[src/common/radio_pkg.sv]
////////////////////////////////////////////////////////////////////////////
// Shared widths, types and constants of the radio command path
// Setting addresses are 8 bits and readback selects are 3 bits wide
////////////////////////////////////////////////////////////////////////////

package radio_pkg;

   // Plain vector types
   typedef logic [63:0] word_t;
   typedef logic [31:0] reg32_t;
   typedef logic [7:0]  set_addr_t;
   typedef logic [63:0] vita_time_t;
   typedef logic [2:0]  rb_sel_t;

   // One stream beat, valid and ready travel beside it
   typedef struct packed {
      logic  tlast;
      word_t tdata;
   } axis_beat_t;

   // Settings bus, stb is a one-cycle pulse
   typedef struct packed {
      logic      stb;
      set_addr_t addr;
      reg32_t    data;
   } set_bus_t;

   typedef enum logic [2:0] {
      st_header,
      st_payload,
      st_strobe,
      st_resp_hdr,
      st_resp_data,
      st_drop
   } ctrl_state_t;

   // Packet type in header bits 63:62
   localparam logic [1:0] PKT_DATA = 2'd0;
   localparam logic [1:0] PKT_FC   = 2'd1;
   localparam logic [1:0] PKT_CMD  = 2'd2;
   localparam logic [1:0] PKT_RESP = 2'd3;

   ////////////////////////////////////////////////////////////////////////////
   // Setting addresses
   localparam set_addr_t SR_DACSYNC    = 8'd5;
   localparam set_addr_t SR_TEST       = 8'd7;
   localparam set_addr_t SR_MISC_OUTS  = 8'd24;
   localparam set_addr_t SR_READBACK   = 8'd127;
   localparam set_addr_t SR_TIME_LO    = 8'd128;
   localparam set_addr_t SR_TIME_HI    = 8'd129;
   localparam set_addr_t SR_CODEC_IDLE = 8'd250;

   ////////////////////////////////////////////////////////////////////////////
   // Readback map
   localparam rb_sel_t RB_TEST      = 3'd0;
   localparam rb_sel_t RB_TIME      = 3'd1;
   localparam rb_sel_t RB_TIME_PPS  = 3'd2;
   localparam rb_sel_t RB_IDLE_TEST = 3'd3;
   localparam rb_sel_t RB_MISC      = 3'd4;
   localparam rb_sel_t RB_RADIO_NUM = 3'd6;

   localparam logic [7:0] MISC_RESET = 8'd0;

endpackage

[src/ctrl/radio_ctrl_proc.sv]
////////////////////////////////////////////////////////////////////////////
// One settings write per command packet, answered by a two-beat response
// Input stalls while a response is pending, so back-pressure loses nothing
////////////////////////////////////////////////////////////////////////////
`timescale 1ns/1ps

module radio_ctrl_proc
   import radio_pkg::*;
(
   input  logic       radio_clk,
   input  logic       i_reset,
   input  axis_beat_t i_cmd,
   input  logic       i_cmd_valid,
   output logic       o_cmd_ready,
   output axis_beat_t o_resp,
   output logic       o_resp_valid,
   input  logic       i_resp_ready,
   output set_bus_t   o_set,
   input  word_t      i_readback
);

   ctrl_state_t state;
   word_t       hdr_q;
   word_t       rb_q;
   logic        more_q;
   logic        set_stb;
   set_addr_t   set_addr;
   reg32_t      set_data;
   logic        rb_capture;
   logic        cmd_xfer;
   logic        resp_xfer;

   assign cmd_xfer  = i_cmd_valid && o_cmd_ready;
   assign resp_xfer = o_resp_valid && i_resp_ready;

   // Accept input only while no command is in flight
   assign o_cmd_ready = (state == st_header) || (state == st_payload) ||
                        (state == st_drop);

   ////////////////////////////////////////////////////////////////////////////
   // Packet FSM
   always_ff @(posedge radio_clk) begin
      if (i_reset) begin
         state      <= st_header;
         set_stb    <= 1'b0;
         rb_capture <= 1'b0;
         more_q     <= 1'b0;
      end else begin
         set_stb    <= 1'b0;
         rb_capture <= set_stb;
         case (state)
            st_header: begin
               if (cmd_xfer) begin
                  if (i_cmd.tdata[63:62] != PKT_CMD || i_cmd.tlast) begin
                     state <= i_cmd.tlast ? st_header : st_drop;
                  end else begin
                     state <= st_payload;
                  end
               end
            end
            st_payload: begin
               if (cmd_xfer) begin
                  set_stb <= 1'b1;
                  more_q  <= !i_cmd.tlast;
                  state   <= st_strobe;
               end
            end
            // Registers take the write at the end of this cycle
            st_strobe:   state <= st_resp_hdr;
            st_resp_hdr: begin
               if (resp_xfer) begin
                  state <= st_resp_data;
               end
            end
            st_resp_data: begin
               if (resp_xfer) begin
                  state <= more_q ? st_drop : st_header;
               end
            end
            st_drop: begin
               if (cmd_xfer && i_cmd.tlast) begin
                  state <= st_header;
               end
            end
            default: state <= st_header;
         endcase
      end
   end

   // Header, setting word and readback capture
   always_ff @(posedge radio_clk) begin
      if (state == st_header && cmd_xfer) begin
         hdr_q <= i_cmd.tdata;
      end
      if (state == st_payload && cmd_xfer) begin
         set_addr <= i_cmd.tdata[39:32];
         set_data <= i_cmd.tdata[31:0];
      end
      // First cycle of the header beat, after the registers took the write
      if (rb_capture) begin
         rb_q <= i_readback;
      end
   end

   assign o_set = '{stb: set_stb, addr: set_addr, data: set_data};

   ////////////////////////////////////////////////////////////////////////////
   // Response stream
   assign o_resp_valid = (state == st_resp_hdr) || (state == st_resp_data);

   always_comb begin
      if (state == st_resp_hdr) begin
         o_resp.tlast = 1'b0;
         o_resp.tdata = {PKT_RESP, hdr_q[61:0]};
      end else begin
         o_resp.tlast = 1'b1;
         o_resp.tdata = rb_q;
      end
   end

   // A stalled beat holds until it transfers
   a_resp_stable: assert property (@(posedge radio_clk) disable iff (i_reset)
      o_resp_valid && !i_resp_ready |=> o_resp_valid && $stable(o_resp));

endmodule

[src/logic/radio_regs.sv]
////////////////////////////////////////////////////////////////////////////
// Setting registers, DAC sync pulse and readback multiplexer
// Writes land on the edge that ends the strobe cycle
////////////////////////////////////////////////////////////////////////////
`timescale 1ns/1ps

module radio_regs
   import radio_pkg::*;
#(
   parameter int RADIO_NUM = 0
) (
   input  logic       radio_clk,
   input  logic       i_reset,
   input  set_bus_t   i_set,
   input  vita_time_t i_vita_time,
   input  vita_time_t i_vita_time_pps,
   output reg32_t     o_tx,
   output logic [7:0] o_misc_outs,
   output logic       o_sync_dacs,
   output word_t      o_readback
);

   reg32_t     test_q;
   reg32_t     idle_q;
   rb_sel_t    rb_sel_q;
   logic [7:0] misc_q;
   logic       sync_q;

   ////////////////////////////////////////////////////////////////////////////
   // Address decode
   always_ff @(posedge radio_clk) begin
      if (i_reset) begin
         test_q   <= '0;
         idle_q   <= '0;
         rb_sel_q <= '0;
         misc_q   <= MISC_RESET;
         sync_q   <= 1'b0;
      end else begin
         // Any write to the sync address fires the pulse
         sync_q <= i_set.stb && (i_set.addr == SR_DACSYNC);
         if (i_set.stb) begin
            case (i_set.addr)
               SR_TEST:       test_q   <= i_set.data;
               SR_READBACK:   rb_sel_q <= i_set.data[2:0];
               SR_MISC_OUTS:  misc_q   <= i_set.data[7:0];
               SR_CODEC_IDLE: idle_q   <= i_set.data;
               default:       ;
            endcase
         end
      end
   end

   // No DSP, so the codec sees the idle word
   assign o_tx        = idle_q;
   assign o_misc_outs = misc_q;
   assign o_sync_dacs = sync_q;

   ////////////////////////////////////////////////////////////////////////////
   // Readback multiplexer
   always_comb begin
      case (rb_sel_q)
         RB_TEST:      o_readback = {32'd0, test_q};
         RB_TIME:      o_readback = i_vita_time;
         RB_TIME_PPS:  o_readback = i_vita_time_pps;
         RB_IDLE_TEST: o_readback = {idle_q, test_q};
         RB_MISC:      o_readback = {56'd0, misc_q};
         RB_RADIO_NUM: o_readback = word_t'(RADIO_NUM);
         default:      o_readback = '0;
      endcase
   end

   // Strobe is a single-cycle pulse from the command parser
   a_sync_single: assert property (@(posedge radio_clk) disable iff (i_reset)
      o_sync_dacs |=> !o_sync_dacs);

endmodule

[src/logic/timekeeper.sv]
////////////////////////////////////////////////////////////////////////////
// Vita time counter, one count per radio_clk cycle
// Time load takes two writes, low word first, then high word
////////////////////////////////////////////////////////////////////////////
`timescale 1ns/1ps

module timekeeper
   import radio_pkg::*;
(
   input  logic       radio_clk,
   input  logic       i_reset,
   input  set_bus_t   i_set,
   input  logic       i_pps,
   output vita_time_t o_vita_time,
   output vita_time_t o_vita_time_pps
);

   vita_time_t time_q;
   vita_time_t time_pps_q;
   reg32_t     lo_pending;
   logic       pps_q;
   logic       pps_d;

   // Low word waits here until the high word arrives
   always_ff @(posedge radio_clk) begin
      if (i_reset) begin
         lo_pending <= '0;
      end else if (i_set.stb && i_set.addr == SR_TIME_LO) begin
         lo_pending <= i_set.data;
      end
   end

   always_ff @(posedge radio_clk) begin
      if (i_reset) begin
         time_q <= '0;
      end else if (i_set.stb && i_set.addr == SR_TIME_HI) begin
         time_q <= {i_set.data, lo_pending};
      end else begin
         time_q <= time_q + 64'd1;
      end
   end

   // pps sampled, then edge detected
   always_ff @(posedge radio_clk) begin
      if (i_reset) begin
         pps_q      <= 1'b0;
         pps_d      <= 1'b0;
         time_pps_q <= '0;
      end else begin
         pps_q <= i_pps;
         pps_d <= pps_q;
         if (pps_q && !pps_d) begin
            time_pps_q <= time_q;
         end
      end
   end

   assign o_vita_time     = time_q;
   assign o_vita_time_pps = time_pps_q;

endmodule

[src/logic/radio_core.sv]
////////////////////////////////////////////////////////////////////////////
// Radio command path top, single radio_clk domain
// Only type 2 packets are acted on, everything else is dropped
////////////////////////////////////////////////////////////////////////////
`timescale 1ns/1ps

module radio_core
   import radio_pkg::*;
#(
   parameter int RADIO_NUM = 0
) (
   input  logic       radio_clk,
   input  logic       i_reset,
   input  axis_beat_t i_cmd,
   input  logic       i_cmd_valid,
   output logic       o_cmd_ready,
   output axis_beat_t o_resp,
   output logic       o_resp_valid,
   input  logic       i_resp_ready,
   input  logic       i_pps,
   output reg32_t     o_tx,
   output logic [7:0] o_misc_outs,
   output logic       o_sync_dacs
);

   set_bus_t   set_bus;
   vita_time_t vita_time;
   vita_time_t vita_time_pps;
   word_t      readback;

   radio_ctrl_proc radio_ctrl_proc0 (
      .radio_clk    (radio_clk),
      .i_reset      (i_reset),
      .i_cmd        (i_cmd),
      .i_cmd_valid  (i_cmd_valid),
      .o_cmd_ready  (o_cmd_ready),
      .o_resp       (o_resp),
      .o_resp_valid (o_resp_valid),
      .i_resp_ready (i_resp_ready),
      .o_set        (set_bus),
      .i_readback   (readback)
   );

   radio_regs #(.RADIO_NUM(RADIO_NUM)) radio_regs0 (
      .radio_clk       (radio_clk),
      .i_reset         (i_reset),
      .i_set           (set_bus),
      .i_vita_time     (vita_time),
      .i_vita_time_pps (vita_time_pps),
      .o_tx            (o_tx),
      .o_misc_outs     (o_misc_outs),
      .o_sync_dacs     (o_sync_dacs),
      .o_readback      (readback)
   );

   timekeeper timekeeper0 (
      .radio_clk       (radio_clk),
      .i_reset         (i_reset),
      .i_set           (set_bus),
      .i_pps           (i_pps),
      .o_vita_time     (vita_time),
      .o_vita_time_pps (vita_time_pps)
   );

endmodule

[config.mk]
export PLATFORM = sky130hd
export DESIGN_NAME = radio_core
export DESIGN_NICKNAME = d
export VERILOG_FILES = /design/src/common/radio_pkg.sv /design/src/ctrl/radio_ctrl_proc.sv /design/src/logic/radio_regs.sv /design/src/logic/timekeeper.sv /design/src/logic/radio_core.sv
export SDC_FILE = /design/constraint.sdc
export NUM_CORES = 1
export LEC_CHECK = 0
export BUFFER_PORTS_ARGS = -buffer_cell sky130_fd_sc_hd__buf_2
export CAP_MARGIN = 20
export CORE_ASPECT_RATIO = 0.75
export CORE_MARGIN = 1.5
export CORE_UTILIZATION = 59
export CTS_CLUSTER_DIAMETER = 100
export DETAILED_ROUTE_END_ITERATION = 10
export PLACE_DENSITY_LB_ADDON = 0.3
export SYNTH_ARGS = -nofsm -noshare
export SYNTH_HDL_FRONTEND = slang
export SYNTH_SLANG_ARGS = --single-unit
[constraint.sdc]
create_clock -name radio_clk -period 9.55 [get_ports radio_clk]
set_input_delay 0.4775 -clock radio_clk [delete_from_list [all_inputs] [get_ports radio_clk]]
set_output_delay 0.4775 -clock radio_clk [all_outputs]
set_load 0.005 [all_outputs]
==> Word level (Yosys, flattened, before mapping) <==
Cells that the tools add are included.
{ "word_totals": {"ff_bits": 410, "out_inout_bits": 108, "word_cells": 79} }
{ "op_classes": {"reduce_logical": 24, "n_mux": 13, "n_addsub": 1, "n_bitwise": 1, "n_eq_ne": 22} }
{ "ops": {"columns": ["cell", "count"], "rows": [
  ["$pmux 64 s5", 1],
  ["$mux 65", 1],
  ["$add 64x1->64 const B", 1],
  ["$mux 64", 1],
  ["$eq 8x8->1 const B", 3],
  ["$mux 3", 8],
  ["$pmux 3 s6", 1],
  ["$eq 8x3->1 const B", 2],
  ["$eq 3x2->1 const B", 4],
  ["$reduce_and 2->1", 5],
  ["$eq 3x3->1 const B", 3],
  ["$logic_and 1x1->1", 9],
  ["$eq 8x5->1 const B", 1],
  ["$eq 8x7->1 const B", 1],
  ["$ne 2x1->1 const B", 4],
  ["$eq 3x1->1 const B", 2],
  ["$logic_not 3->1", 2],
  ["$reduce_and 5->1", 1],
  ["$logic_or 1x1->1", 4],
  ["$ne 2x2->1 const B", 2],
  ["$logic_not 1->1", 2],
  ["$reduce_or 2->1", 1],
  ["$mux 1", 1],
  ["$not 1->1", 1]
]} }

==> Longest topological paths before layout <==
Gate-level depths: netlist (run 1).
{ "logic_depth": {"depth_word": 7, "ltp_mapped": 8, "ltp_nobuf": 6} }

==> Modules after synthesis <==
Synthesis (run 1) repeated with hierarchy kept, for this count alone.
{ "unflattened": {"cells_unflattened": 1713, "area_unflattened_um2": 18205.0} }
{ "by_module_without_submodules": {"columns": ["module", "seq_area_each_um2", "cells_per_inst", "instances", "area_per_inst_um2"], "rows": [
  ["timekeeper", 3243.1, 894, 1, 7243.2],
  ["radio_ctrl_proc", 5104.9, 282, 1, 6124.6],
  ["radio_regs", 1521.5, 537, 1, 4837.1]
]} }

==> Worst setup path before layout (run 1) <==
No wires, ideal clock.
{ "synth_path": {"path_kind": "register -> register", "start": "register radio_ctrl_proc0.state[2]", "end": "register radio_ctrl_proc0.hdr_q[0] (enable)", "setup_slack_ns": 1.921, "period_less_slack_ns": 7.629, "required_time_ns": 8.893, "arrival_time_ns": 6.972, "stages_incl_launch_ff": 3, "setup_time_ns": 0.657, "path_cell_list": "dfxtp_1 -> clkbuf_1 -> nor4b_1"} }
{ "synth_between": {"elab_chain_cells": 5} }
{ "synth_rtl": {"columns": ["element", "line", "rtl"], "rows": [
  ["start, declared", "radio_ctrl_proc.sv:22", "ctrl_state_t state;"],
  ["start signal, assigned", "radio_ctrl_proc.sv:44", "state <= st_header;"],
  ["start signal, assigned", "radio_ctrl_proc.sv:55", "state <= i_cmd.tlast ? st_header : st_drop;"],
  ["start signal, assigned", "radio_ctrl_proc.sv:57", "state <= st_payload;"],
  ["$eq 3x1->1 / $logic_not 3->1 (equally long branches)", "radio_ctrl_proc.sv:37, radio_ctrl_proc.sv:92", null],
  ["$logic_or 1x1->1 (2 in series)", "radio_ctrl_proc.sv:37", "assign o_cmd_ready = (state == st_header) || (state == st_payload) ||"],
  ["$logic_and 1x1->1", "radio_ctrl_proc.sv:33", "assign cmd_xfer = i_cmd_valid && o_cmd_ready;"],
  ["$logic_and 1x1->1 *", "radio_ctrl_proc.sv:92", "if (state == st_header && cmd_xfer) begin"],
  ["end signal, assigned", "radio_ctrl_proc.sv:93", "hdr_q <= i_cmd.tdata;"],
  ["end, declared", "radio_ctrl_proc.sv:23", "word_t hdr_q;"]
]} }
Every way passes the cells marked *; elsewhere a longest branch is shown, timed or not.
A chain may end at the register's enable or synchronous reset.

==> results of run 1 <==
-- power breakdown --
part	total [µW]	leakage [µW]	internal, µW	switching (µW)
clock	1620	0.000679	955	665
sequential	1920	0.00348	1880	40.5
combinational	127	0.00265	42.6	84.8
total	3670	0.00681	2880	790
-- layout by cell type, fill, tap and decap left out, types with 9 or more instances in the layout --
master	instances
edfxtp_1	166
and3_1	15
mux2i_1	51
nand3_1	32
dfxtp_1	242
a211oi_1	38
nand4_1	25
buf_4	22
nand2_1	334
a22oi_1	55
clkbuf_1	9
a311oi_1	17
xnor2_1	28
nor3_1	12
buf_2	176
nor4_1	19
o21ai_0	21
clkbuf_16	45
or4_1	13
nor2_1	149
xor2_1	9
or3_1	10
a21oi_1	166
clkbuf_8	9
mux2_2	93
and4_1	14
-- kinds of logic after synthesis --
| logic type | after synthesis | share of synthesized area |
|---|---|---|
| and+or+nand+nor | 667 | 0.175 |
| DFF | 410 | 0.569 |
| AOI/OAI and AO/OA | 322 | 0.115 |
| muxes | 144 | 0.0898 |
| buffers and inverters | 142 | 0.0322 |
| xor gates and xnor gates | 37 | 0.0187 |
| adders and majority gates | 1 | 0.000721 |
-- routing by layer --
layer / part of all wire / global-route usage
met1: 0.44 / 0.383
met2: 0.48 / 0.469
met3: 0.062 / 0.0426
met4: 0.024 / 0.0876
met5: 0 / 0
-- synth_stat cells (9+ instances only) --
library cell / n
nor2_1: 150
a22oi_1: 55
mux2i_1: 51
mux2_2: 93
or3_1: 10
nand4_1: 25
dfxtp_1: 244
buf_1: 16
clkbuf_1: 109
and3_1: 15
or4_1: 13
a211oi_1: 38
edfxtp_1: 166
xor2_1: 9
and4_1: 14
nand2_1: 334
nand3_1: 33
xnor2_1: 28
nor3_1: 14
nor4_1: 19
a21oi_1: 166
a311oi_1: 17
o21ai_0: 21
-- how the worst min path moves through the flow --
stage	startpoint	to	slack (ps)	cells past startpoint
finish	i_cmd[59]	radio_ctrl_proc0.hdr_q[59]	120	1
global route	i_cmd[21]	radio_ctrl_proc0.set_data[21]	100	1
CTS	i_cmd[42]	radio_ctrl_proc0.hdr_q[42]	100	1
detailed placement	radio_regs0.test_q[18]	radio_regs0.test_q[18]	450	2
global placement	radio_regs0.test_q[20]	radio_regs0.test_q[20]	440	2
floorplan	timekeeper0.lo_pending[1]	timekeeper0.o_vita_time[1]	430	2
-- state kept, by name (all words and copies together) (netlist names) --
| register | flops |
|---|---|
| radio_ctrl_proc0.hdr_q | 62 |
| radio_ctrl_proc0.more_q | 1 |
| radio_ctrl_proc0.rb_capture | 1 |
| radio_ctrl_proc0.rb_q | 64 |
| radio_ctrl_proc0.set_addr | 8 |
| radio_ctrl_proc0.set_data | 32 |
| radio_ctrl_proc0.set_stb | 1 |
| radio_ctrl_proc0.state | 3 |
| radio_regs0.o_misc_outs | 8 |
| radio_regs0.o_sync_dacs | 1 |
| radio_regs0.o_tx | 32 |
| radio_regs0.rb_sel_q | 3 |
| radio_regs0.test_q | 32 |
| timekeeper0.lo_pending | 32 |
| timekeeper0.o_vita_time | 64 |
| timekeeper0.o_vita_time_pps | 64 |
| timekeeper0.pps_d | 1 |
| timekeeper0.pps_q | 1 |
-- per-stage QoR --
stage	utilization	setup WS (ps)	instance area, µm²	instances
floorplan	-	1920	17300	1723
global placement	0.636	6620	18400	2179
finish	0.684	6090	19800	2254
CTS	0.684	6070	19800	2254
detailed placement	0.637	6520	18500	2181
global route	0.684	5940	19800	2254
-- cell type report --
cell class              count  area share
flip-flops and latches    410       0.498
multi-input cells        1171       0.353
clock buffers              63      0.0648
repair buffers            200      0.0539
well taps                 392      0.0247
clock inverters            10     0.00429
inverters                   8     0.00151
==> results.sh, run 1 <==
export IMPL_clock_sinks=410
export IMPL_diodes=0
export IMPL_grt_pass1_vias=12700
export IMPL_drive_above_1_share=0.204
export IMPL_syn2layout_area_growth_pct=14.3
export IMPL_worstSetupStartpointType="flip-flop"
export IMPL_hold_viol=0
export IMPL_arrival_ps=2980
export IMPL_crit_end="o_resp[29]"
export IMPL_nFillCells=2201
export IMPL_path_clk_slew_ps=60
export IMPL_rows=54
export IMPL_track_usage=0.282
export IMPL_path_buf_inv=2
export IMPL_syn_inst=1723
export IMPL_yosysTopAreaCellShare=0.287
export IMPL_ios=178
export IMPL_power_density_nw_per_um2=185
export IMPL_syn_num_nets=1794
export IMPL_drt_iter0_markers=1200
export IMPL_postCtsSetupBuffers=0
export IMPL_cts_buffer_depth=3
export IMPL_slew_headroom=0.311
export IMPL_dieWidth_um=201
export IMPL_rsz0062_at_grt="no"
export IMPL_fmax_ghz=0.289
export IMPL_tritoncts="built"
export IMPL_synth_area_leaders="edfxtp_1, dfxtp_1, nand2_1"
export IMPL_crit_path_end_kind="output pin"
export IMPL_post_dp_hpwl_mm=28.2
export IMPL_wl_per_cell_um=19.3
export IMPL_nets=1902
export IMPL_crit_chain="or2_2 > buf_4 > mux2_2 > buf_2"
export IMPL_grt_start_max_net_pins=87
export IMPL_status="complete, no violations"
export IMPL_hold_path_class="in -> reg"
export IMPL_cp_top_family="buffers and inverters"
export IMPL_report_final_setup_viol=0
export IMPL_async_flop_share=0
export IMPL_cp_depth=4
export IMPL_period_needed_ps=3460
export IMPL_via_count=13500
export IMPL_syn_area_per_cell_um2=10.1
export IMPL_ff2ff_setup_slack_ps=6500
export IMPL_antenna_found_initial=0
export IMPL_yosysWarnings=0
export IMPL_r2r_end="timekeeper0.o_vita_time[53]"
export IMPL_die_area_um2=30500
export IMPL_critPathMaxFanout=40
export IMPL_overflow=0
export IMPL_ant_nets=0
export IMPL_cts_repair_resized=0
export IMPL_finalCritPeriodShare=0.362
export IMPL_cts_buffers=40
export IMPL_root_buffer="clkbuf_16"
export IMPL_drv_cap=0
export IMPL_coreArea_um2=29000
export IMPL_place_gp_congestion=0.925
export IMPL_worstSkewPairLatency_ps=550
export IMPL_worst_pin_slew_ps=1030
export IMPL_final_setup_tns_ps=0
export IMPL_synth_top_area_cell="edfxtp_1"
export IMPL_ir_worst_vdd_uv=163
export IMPL_reg2reg_from="radio_ctrl_proc0.set_addr[1]"
export IMPL_crit_path_start="radio_ctrl_proc0.state[2]"
export IMPL_via_per_inst=6.00
export IMPL_port_buffers=177
export IMPL_cp_slowest_cell="or2_2"
export IMPL_hold_ws_ps=117
export IMPL_multi_input_area_um2=6990
export IMPL_start_util=0.599
export IMPL_power_leakage_uw=0.00681
export IMPL_cts_hold_buf=0
export IMPL_yosysSeqAreaShare=0.569
export IMPL_dieHeight_um=152
export IMPL_cp_required_ps=9070
export IMPL_cts_htree_levels=2
export IMPL_worst_r2r_cell_count=6
export IMPL_synth_edf_count=166
export IMPL_ff_latch_area_um2=9870
export IMPL_p_total_uw=3670
export IMPL_drt_pass1_iter_count=5
export IMPL_grt_pass1_wl_mm=68.4
export IMPL_synth_cell_area_um2=17300
export IMPL_ys_flop_type="dfxtp_1"
export IMPL_drc_errors=0
export IMPL_slowest_delay_ps=660
export IMPL_fin_skew_ps=21.0
export IMPL_synth_ff_latch_count=410
export IMPL_crit_type="reg -> out"
export IMPL_finalMaxSlewViolations=0
export IMPL_routed_wl_mm=43.4
export IMPL_synthDistinctLibCells=54
Power figures use the tool's default switching activity.
==> inputs of run 2 (changes only) <==
--- a/config.mk
+++ b/config.mk
@@ -5,6 +5,7 @@
 export SDC_FILE = /design/constraint.sdc
 export NUM_CORES = 1
 export LEC_CHECK = 0
+export ABC_AREA = 1
 export BUFFER_PORTS_ARGS = -buffer_cell sky130_fd_sc_hd__buf_2
 export CAP_MARGIN = 20
 export CORE_ASPECT_RATIO = 0.75
==> constraint.sdc (replaced) <==
create_clock -name radio_clk -period 3.6 [get_ports radio_clk]
set_input_delay 0.18 -clock radio_clk [delete_from_list [all_inputs] [get_ports radio_clk]]
set_output_delay 0.18 -clock radio_clk [all_outputs]
set_load 0.005 [all_outputs]
==> results.sh, run 2 <==
export IMPL_status="complete, no violations"
export IMPL_worst_pin_slew_ps=887
export IMPL_pre_cts_ws_ps=1200
export IMPL_power_density_nw_per_um2=507
export IMPL_routed_wl_mm=63.3
export IMPL_syn2layout_area_growth_pct=17.5
export IMPL_cts_htree_levels=2
export IMPL_crit_chain="inv_1 > nand3_4 > buf_12 > mux2_2 > buf_2"
export IMPL_wl_met3_mm=8.61
export IMPL_post_dp_hpwl_mm=44.0
export IMPL_crit_type="reg -> out"
export IMPL_synth_top_area_cell="edfxtp_1"
export IMPL_synth_common_cells="nand2_1, inv_1, dfxtp_1, o21ai_0, a21oi_1"
export IMPL_cp_required_ps=3420
export IMPL_final_common_cell="nand2_1"
export IMPL_rows=54
export IMPL_fin_skew_ps=13.8
export IMPL_cp_slowest_cell="nand3_4"
export IMPL_root_buffer="clkbuf_16"
export IMPL_coreArea_um2=29500
export IMPL_met1_length_mm=26.6
export IMPL_grt_pass1_wl_mm=93.5
export IMPL_overflow=0
export IMPL_grt_start_max_net_pins=100
export IMPL_tritoncts="built"
export IMPL_synth_ff_latch_count=410
export IMPL_yosysTopAreaCellShare=0.279
export IMPL_report_final_setup_viol=0
export IMPL_worstSkewPairLatency_ps=560
export IMPL_p_comb_frac=0.090
export IMPL_hold_ws_ps=6.16
export IMPL_period_needed_ps=2640
export IMPL_dp_cells=2568
export IMPL_worst_slack_ps=956
export IMPL_ios=178
export IMPL_antenna_found_initial=6
export IMPL_ant_nets=0
export IMPL_crit_path_end_kind="output pin"
export IMPL_dieWidth_um=204
export IMPL_yosysWarnings=0
export IMPL_synth_edf_count=166
export IMPL_p_sw_frac=0.255
export IMPL_async_flop_share=0
export IMPL_arrival_ps=2460
export IMPL_syn_num_nets=2147
export IMPL_seq_power_share=0.514
export IMPL_rsz0062_at_grt="no"
export IMPL_finalCritPeriodShare=0.735
export IMPL_finalMaxSlewViolations=0
export IMPL_place_area_um2=19100
export IMPL_power_clock_fraction=0.396
export IMPL_yosysSeqAreaShare=0.552
export IMPL_worstSetupStartpointType="flip-flop"
export IMPL_path_clk_slew_ps=70
export IMPL_syn_area_per_cell_um2=8.62
export IMPL_slowest_delay_ps=480
export IMPL_wl_per_cell_um=23.4
export IMPL_cts_buffers=39
export IMPL_nets=2354
export IMPL_power_leakage_uw=0.00847
export IMPL_highest_layer="met5"
export IMPL_drv_cap=0
export IMPL_port_buffers=177
export IMPL_ys_flop_type="dfxtp_1"
export IMPL_fin_cells=2706
export IMPL_fmax_ghz=0.378
export IMPL_diodes=0
export IMPL_via_per_inst=6.01
export IMPL_synth_cell_area_um2=17900
export IMPL_drt_iter0_markers=2149
export IMPL_clock_sinks=410
export IMPL_cts_buffer_depth=3
export IMPL_final_cell_area_um2=21000
export IMPL_final_setup_tns_ps=0
export IMPL_track_usage=0.401
export IMPL_p_int_uw=7940
export IMPL_slew_headroom=0.409
export IMPL_drc_errors=0
export IMPL_syn_inst=2076
export IMPL_hold_viol=0
export IMPL_place_gp_congestion=0.994
export IMPL_wl_met2_mm=26.2
export IMPL_grt_pass1_vias=15200
export IMPL_critPathMaxFanout=36
export IMPL_layout_common_cells="nand2_1, inv_1, dfxtp_1"
export IMPL_p_switching_uw=2710
export IMPL_path_buf_inv=3
export IMPL_hold_path_class="in -> reg"
export IMPL_synth_most_common_cell="nand2_1"
export IMPL_synth_area_leaders="edfxtp_1, dfxtp_1, nand2_1"
export IMPL_drt_pass1_iter_count=5
export IMPL_ir_worst_vdd_uv=528
export IMPL_die_area_um2=31400
export IMPL_synthDistinctLibCells=37
export IMPL_dieHeight_um=154
export IMPL_start_util=0.607
export IMPL_cp_top_family="buffers and inverters"
export IMPL_via_count=16300
export IMPL_drive_above_1_share=0.153
==> run 2: cell count changes after synthesis, sizes merged, moves of 54 or more <==
cell    delta
inv      +264
clkbuf    -54
nand3     +71
o211ai    +61
o21ai    +217
nand2     +83
==> run 2: area by class of cell <==
class                   instances  area, µm²
repair buffers                262       1740
well taps                     392        490
multi-input cells            1294       6590
flip-flops and latches        410       9870
clock inverters                20        226
clock buffers                  52       1070
fillers                      2195       8440
inverters                     276       1040
==> run 2: power by group through the flow <==
stage          clock network, µW  registers [µW]  logic [µW]
4_1_cts                     4200            5450         930
3_5_place_dp                   0            5550         868
5_1_grt                     4400            5490        1040
2_1_floorplan                  0            5470         524
3_3_place_gp                   0            5530         832
6_report                    4220            5470         961
==> run 2: per-stage QoR <==
| stage | total power, µW | util |
|---|---|---|
| floorplan | 5990 | - |
| global placement | 6360 | 0.647 |
| detailed placement | 6420 | 0.647 |
| CTS | 10600 | 0.713 |
| global route | 10900 | 0.714 |
| finish | 10700 | 0.714 |
==> run 2: repair_timing <==
action                                  4_1_cts  5_1_grt
endpoints found under the setup margin        0        0
hold buffers                                 65        0
gates resized for setup                       0        0
hold endpoints to repair                    104        0
setup buffers                                 0        0
==> run 2: kinds of logic (layout without fill, tap and decap cells) <==
logic type	Yosys count	count (layout)	synth area share
and+or+nand+nor	727	727	0.171
AOI/OAI and AO/OA	489	489	0.148
DFF	410	410	0.552
buffers and inverters	372	610	0.0825
muxes	62	62	0.0390
xor gates and xnor gates	15	15	0.00734
adders and majority gates	1	1	0.000699
==> run 2: path summary, 6_finish.rpt <==
check | end | cells after the start | start | slack, ps
worst min register to register | timekeeper0.lo_pending[21] | 2 | timekeeper0.lo_pending[21] | 450
worst max-delay path | o_resp[30] | 5 | radio_ctrl_proc0.state[2] | 960
worst min-delay path | radio_ctrl_proc0.state[2] | 2 | i_reset | 6
worst max register to register | radio_ctrl_proc0.rb_q[12] | 5 | radio_regs0.rb_sel_q[1] | 1000
==> run 2: metal layers <==
| layer | vias to the layer above | global-route usage |
|---|---|---|
| met3 | 115 | 0.104 |
| met5 | - | 0 |
| met4 | 4 | 0.121 |
| li1 | 7327 | - |
| met2 | 1094 | 0.564 |
| met1 | 7712 | 0.605 |
==> inputs of run 3 (changes only) <==
--- a/config.mk
+++ b/config.mk
@@ -5,7 +5,7 @@
 export SDC_FILE = /design/constraint.sdc
 export NUM_CORES = 1
 export LEC_CHECK = 0
-export ABC_AREA = 1
+export ABC_AREA = 0
 export BUFFER_PORTS_ARGS = -buffer_cell sky130_fd_sc_hd__buf_2
 export CAP_MARGIN = 20
 export CORE_ASPECT_RATIO = 0.75
==> constraint.sdc (replaced) <==
create_clock -name radio_clk -period 2.7 [get_ports radio_clk]
set_input_delay 0.135 -clock radio_clk [delete_from_list [all_inputs] [get_ports radio_clk]]
set_output_delay 0.135 -clock radio_clk [all_outputs]
set_load 0.005 [all_outputs]
==> results.sh, run 3 (synthesized netlist as in run 1, its figures left out) <==
export IMPL_ff2ff_setup_slack_ps=140
export IMPL_ios=178
export IMPL_antenna_found_initial=0
export IMPL_ff_latch_area_um2=9870
export IMPL_p_total_uw=13100
export IMPL_period_needed_ps=2560
export IMPL_coreArea_um2=29000
export IMPL_track_usage=0.295
export IMPL_power_clock_fraction=0.437
export IMPL_syn2layout_area_growth_pct=19.5
export IMPL_crit_chain="ha_1 > nand3_1 > or3_4 > or4_4 > or4_1 > a311oi_1"
export IMPL_gr_usage_met2=0.490
export IMPL_path_clk_slew_ps=70
export IMPL_drt_iter0_markers=1283
export IMPL_nets=1998
export IMPL_seq_power_share=0.522
export IMPL_crit_end="timekeeper0.o_vita_time[54]"
export IMPL_slew_headroom=0.479
export IMPL_cts_buffer_depth=3
export IMPL_drv_cap=0
export IMPL_rows=54
export IMPL_clock_sinks=410
export IMPL_via_count=14000
export IMPL_grt_pass1_wl_mm=71.1
export IMPL_r2r_end="timekeeper0.o_vita_time[54]"
export IMPL_final_common_cell="nand2_1"
export IMPL_overflow=0
export IMPL_drt_pass1_iter_count=5
export IMPL_busiest_layer="met2"
export IMPL_post_dp_hpwl_mm=29.2
export IMPL_place_gp_congestion=0.906
export IMPL_crit_type="reg -> reg"
export IMPL_grt_start_max_net_pins=118
export IMPL_worstSetupStartpointType="flip-flop"
export IMPL_worst_r2r_cell_count=6
export IMPL_dieWidth_um=201
export IMPL_p_switching_uw=2810
export IMPL_routed_wl_mm=45.7
export IMPL_hold_viol=0
export IMPL_crit_path_start="timekeeper0.o_vita_time[1]"
export IMPL_tritoncts="built"
export IMPL_dp_cells=2211
export IMPL_path_buf_inv=0
export IMPL_drive_above_1_share=0.210
export IMPL_cp_top_family="simple AND/OR/NAND/NOR gates"
export IMPL_wl_per_cell_um=19.5
export IMPL_arrival_ps=3000
export IMPL_power_leakage_uw=0.00724
export IMPL_ant_nets=0
export IMPL_ir_worst_vdd_uv=483
export IMPL_root_buffer="clkbuf_16"
export IMPL_finalCritPeriodShare=0.950
export IMPL_rsz0062_at_grt="no"
export IMPL_crit_path_end_kind="flip-flop"
export IMPL_finalMaxSlewViolations=0
export IMPL_start_util=0.599
export IMPL_cts_htree_levels=2
export IMPL_cp_slowest_cell="or4_4"
export IMPL_p_comb_frac=0.042
export IMPL_die_area_um2=30500
export IMPL_via_per_inst=5.97
export IMPL_layout_common_cells="nand2_1, dfxtp_1, buf_2"
export IMPL_fin_skew_ps=21.6
export IMPL_dieHeight_um=152
export IMPL_report_final_setup_viol=0
export IMPL_port_buffers=177
export IMPL_grt_pass1_vias=13300
export IMPL_cp_required_ps=3140
export IMPL_hold_path_class="in -> reg"
export IMPL_gr_usage_met3=0.0473
export IMPL_status="complete, no violations"
export IMPL_slowest_delay_ps=540
export IMPL_p_sw_frac=0.215
export IMPL_diodes=0
export IMPL_worst_pin_slew_ps=782
export IMPL_nFillCells=2160
export IMPL_power_density_nw_per_um2=630
export IMPL_critPathMaxFanout=15
export IMPL_fmax_ghz=0.390
export IMPL_cts_buffers=38
export IMPL_drc_errors=0
export IMPL_use_met1=0.398
export IMPL_cp_depth=6
export IMPL_worstSkewPairLatency_ps=540
export IMPL_fin_cells=2347
export IMPL_p_int_uw=10200
export IMPL_reg2reg_from="timekeeper0.o_vita_time[1]"
export IMPL_multi_input_area_um2=7000
[run 3: final cells by class]
class | instances | area share
clock buffer | 49 | 0.0529
inverter | 8 | 0.00145
multi-input combinational | 1171 | 0.338
tap | 392 | 0.0237
clock inverter | 19 | 0.0112
sequential | 410 | 0.476
timing repair buffer | 298 | 0.0965
[run 3: worst min-delay path by stage]
| stage | from | slack [ps] | endpoint | depth (start not counted) |
|---|---|---|---|---|
| after floorplan | i_cmd[64] | 230 | radio_ctrl_proc0.more_q | 1 |
| after global placement | i_cmd[43] | 310 | radio_ctrl_proc0.hdr_q[43] | 1 |
| after detailed placement | i_cmd[54] | 310 | radio_ctrl_proc0.hdr_q[54] | 1 |
| after CTS | i_cmd_valid | 40 | radio_ctrl_proc0.state[1] | 4 |
| after global routing | i_cmd_valid | 80 | radio_ctrl_proc0.state[1] | 4 |
| final | i_cmd_valid | 60 | radio_ctrl_proc0.state[1] | 4 |
[run 3: stage by stage]
stage | util | instance area (µm²) | hold WS, ps | setup TNS, ps | worst slack, ps
2_1_floorplan | - | 17400 | 231 | -16250 | -262
3_3_place_gp | 0.645 | 18700 | 312 | 0 | 196
3_5_place_dp | 0.645 | 18700 | 313 | 0 | 92.1
4_1_cts | 0.714 | 20700 | 43.3 | 0 | 112
5_1_grt | 0.715 | 20700 | 76.8 | 0 | 7.90
6_report | 0.715 | 20700 | 61.2 | 0 | 136
[run 3: layer usage]
layer / share of wire / wire length, µm
met5: 0 / 0
met4: 0.026 / 1190
met3: 0.075 / 3430
met2: 0.47 / 21700
met1: 0.42 / 19300
[run 3: tightest hold or removal path: cells and delay by family]
kind,cells,cell delay (ps)
AOI/OAI and AO/OA,1,40
buffers and inverters,1,120
and+or+nand+nor,2,250
[run 3: power groups by stage]
stage / Sequential [µW] / Combinational, µW / Clock [µW]
2_1_floorplan: 6870 / 296 / 0
4_1_cts: 6810 / 538 / 5770
3_3_place_gp: 6930 / 447 / 0
3_5_place_dp: 6940 / 461 / 0
6_report: 6810 / 543 / 5700
5_1_grt: 6830 / 592 / 6000
[run 3: timing repair]
action	CTS	global route
setup buffers	0	0
setup endpoints to repair	0	1
hold buffers	67	0
resized for setup	0	2
hold endpoints to repair	120	0
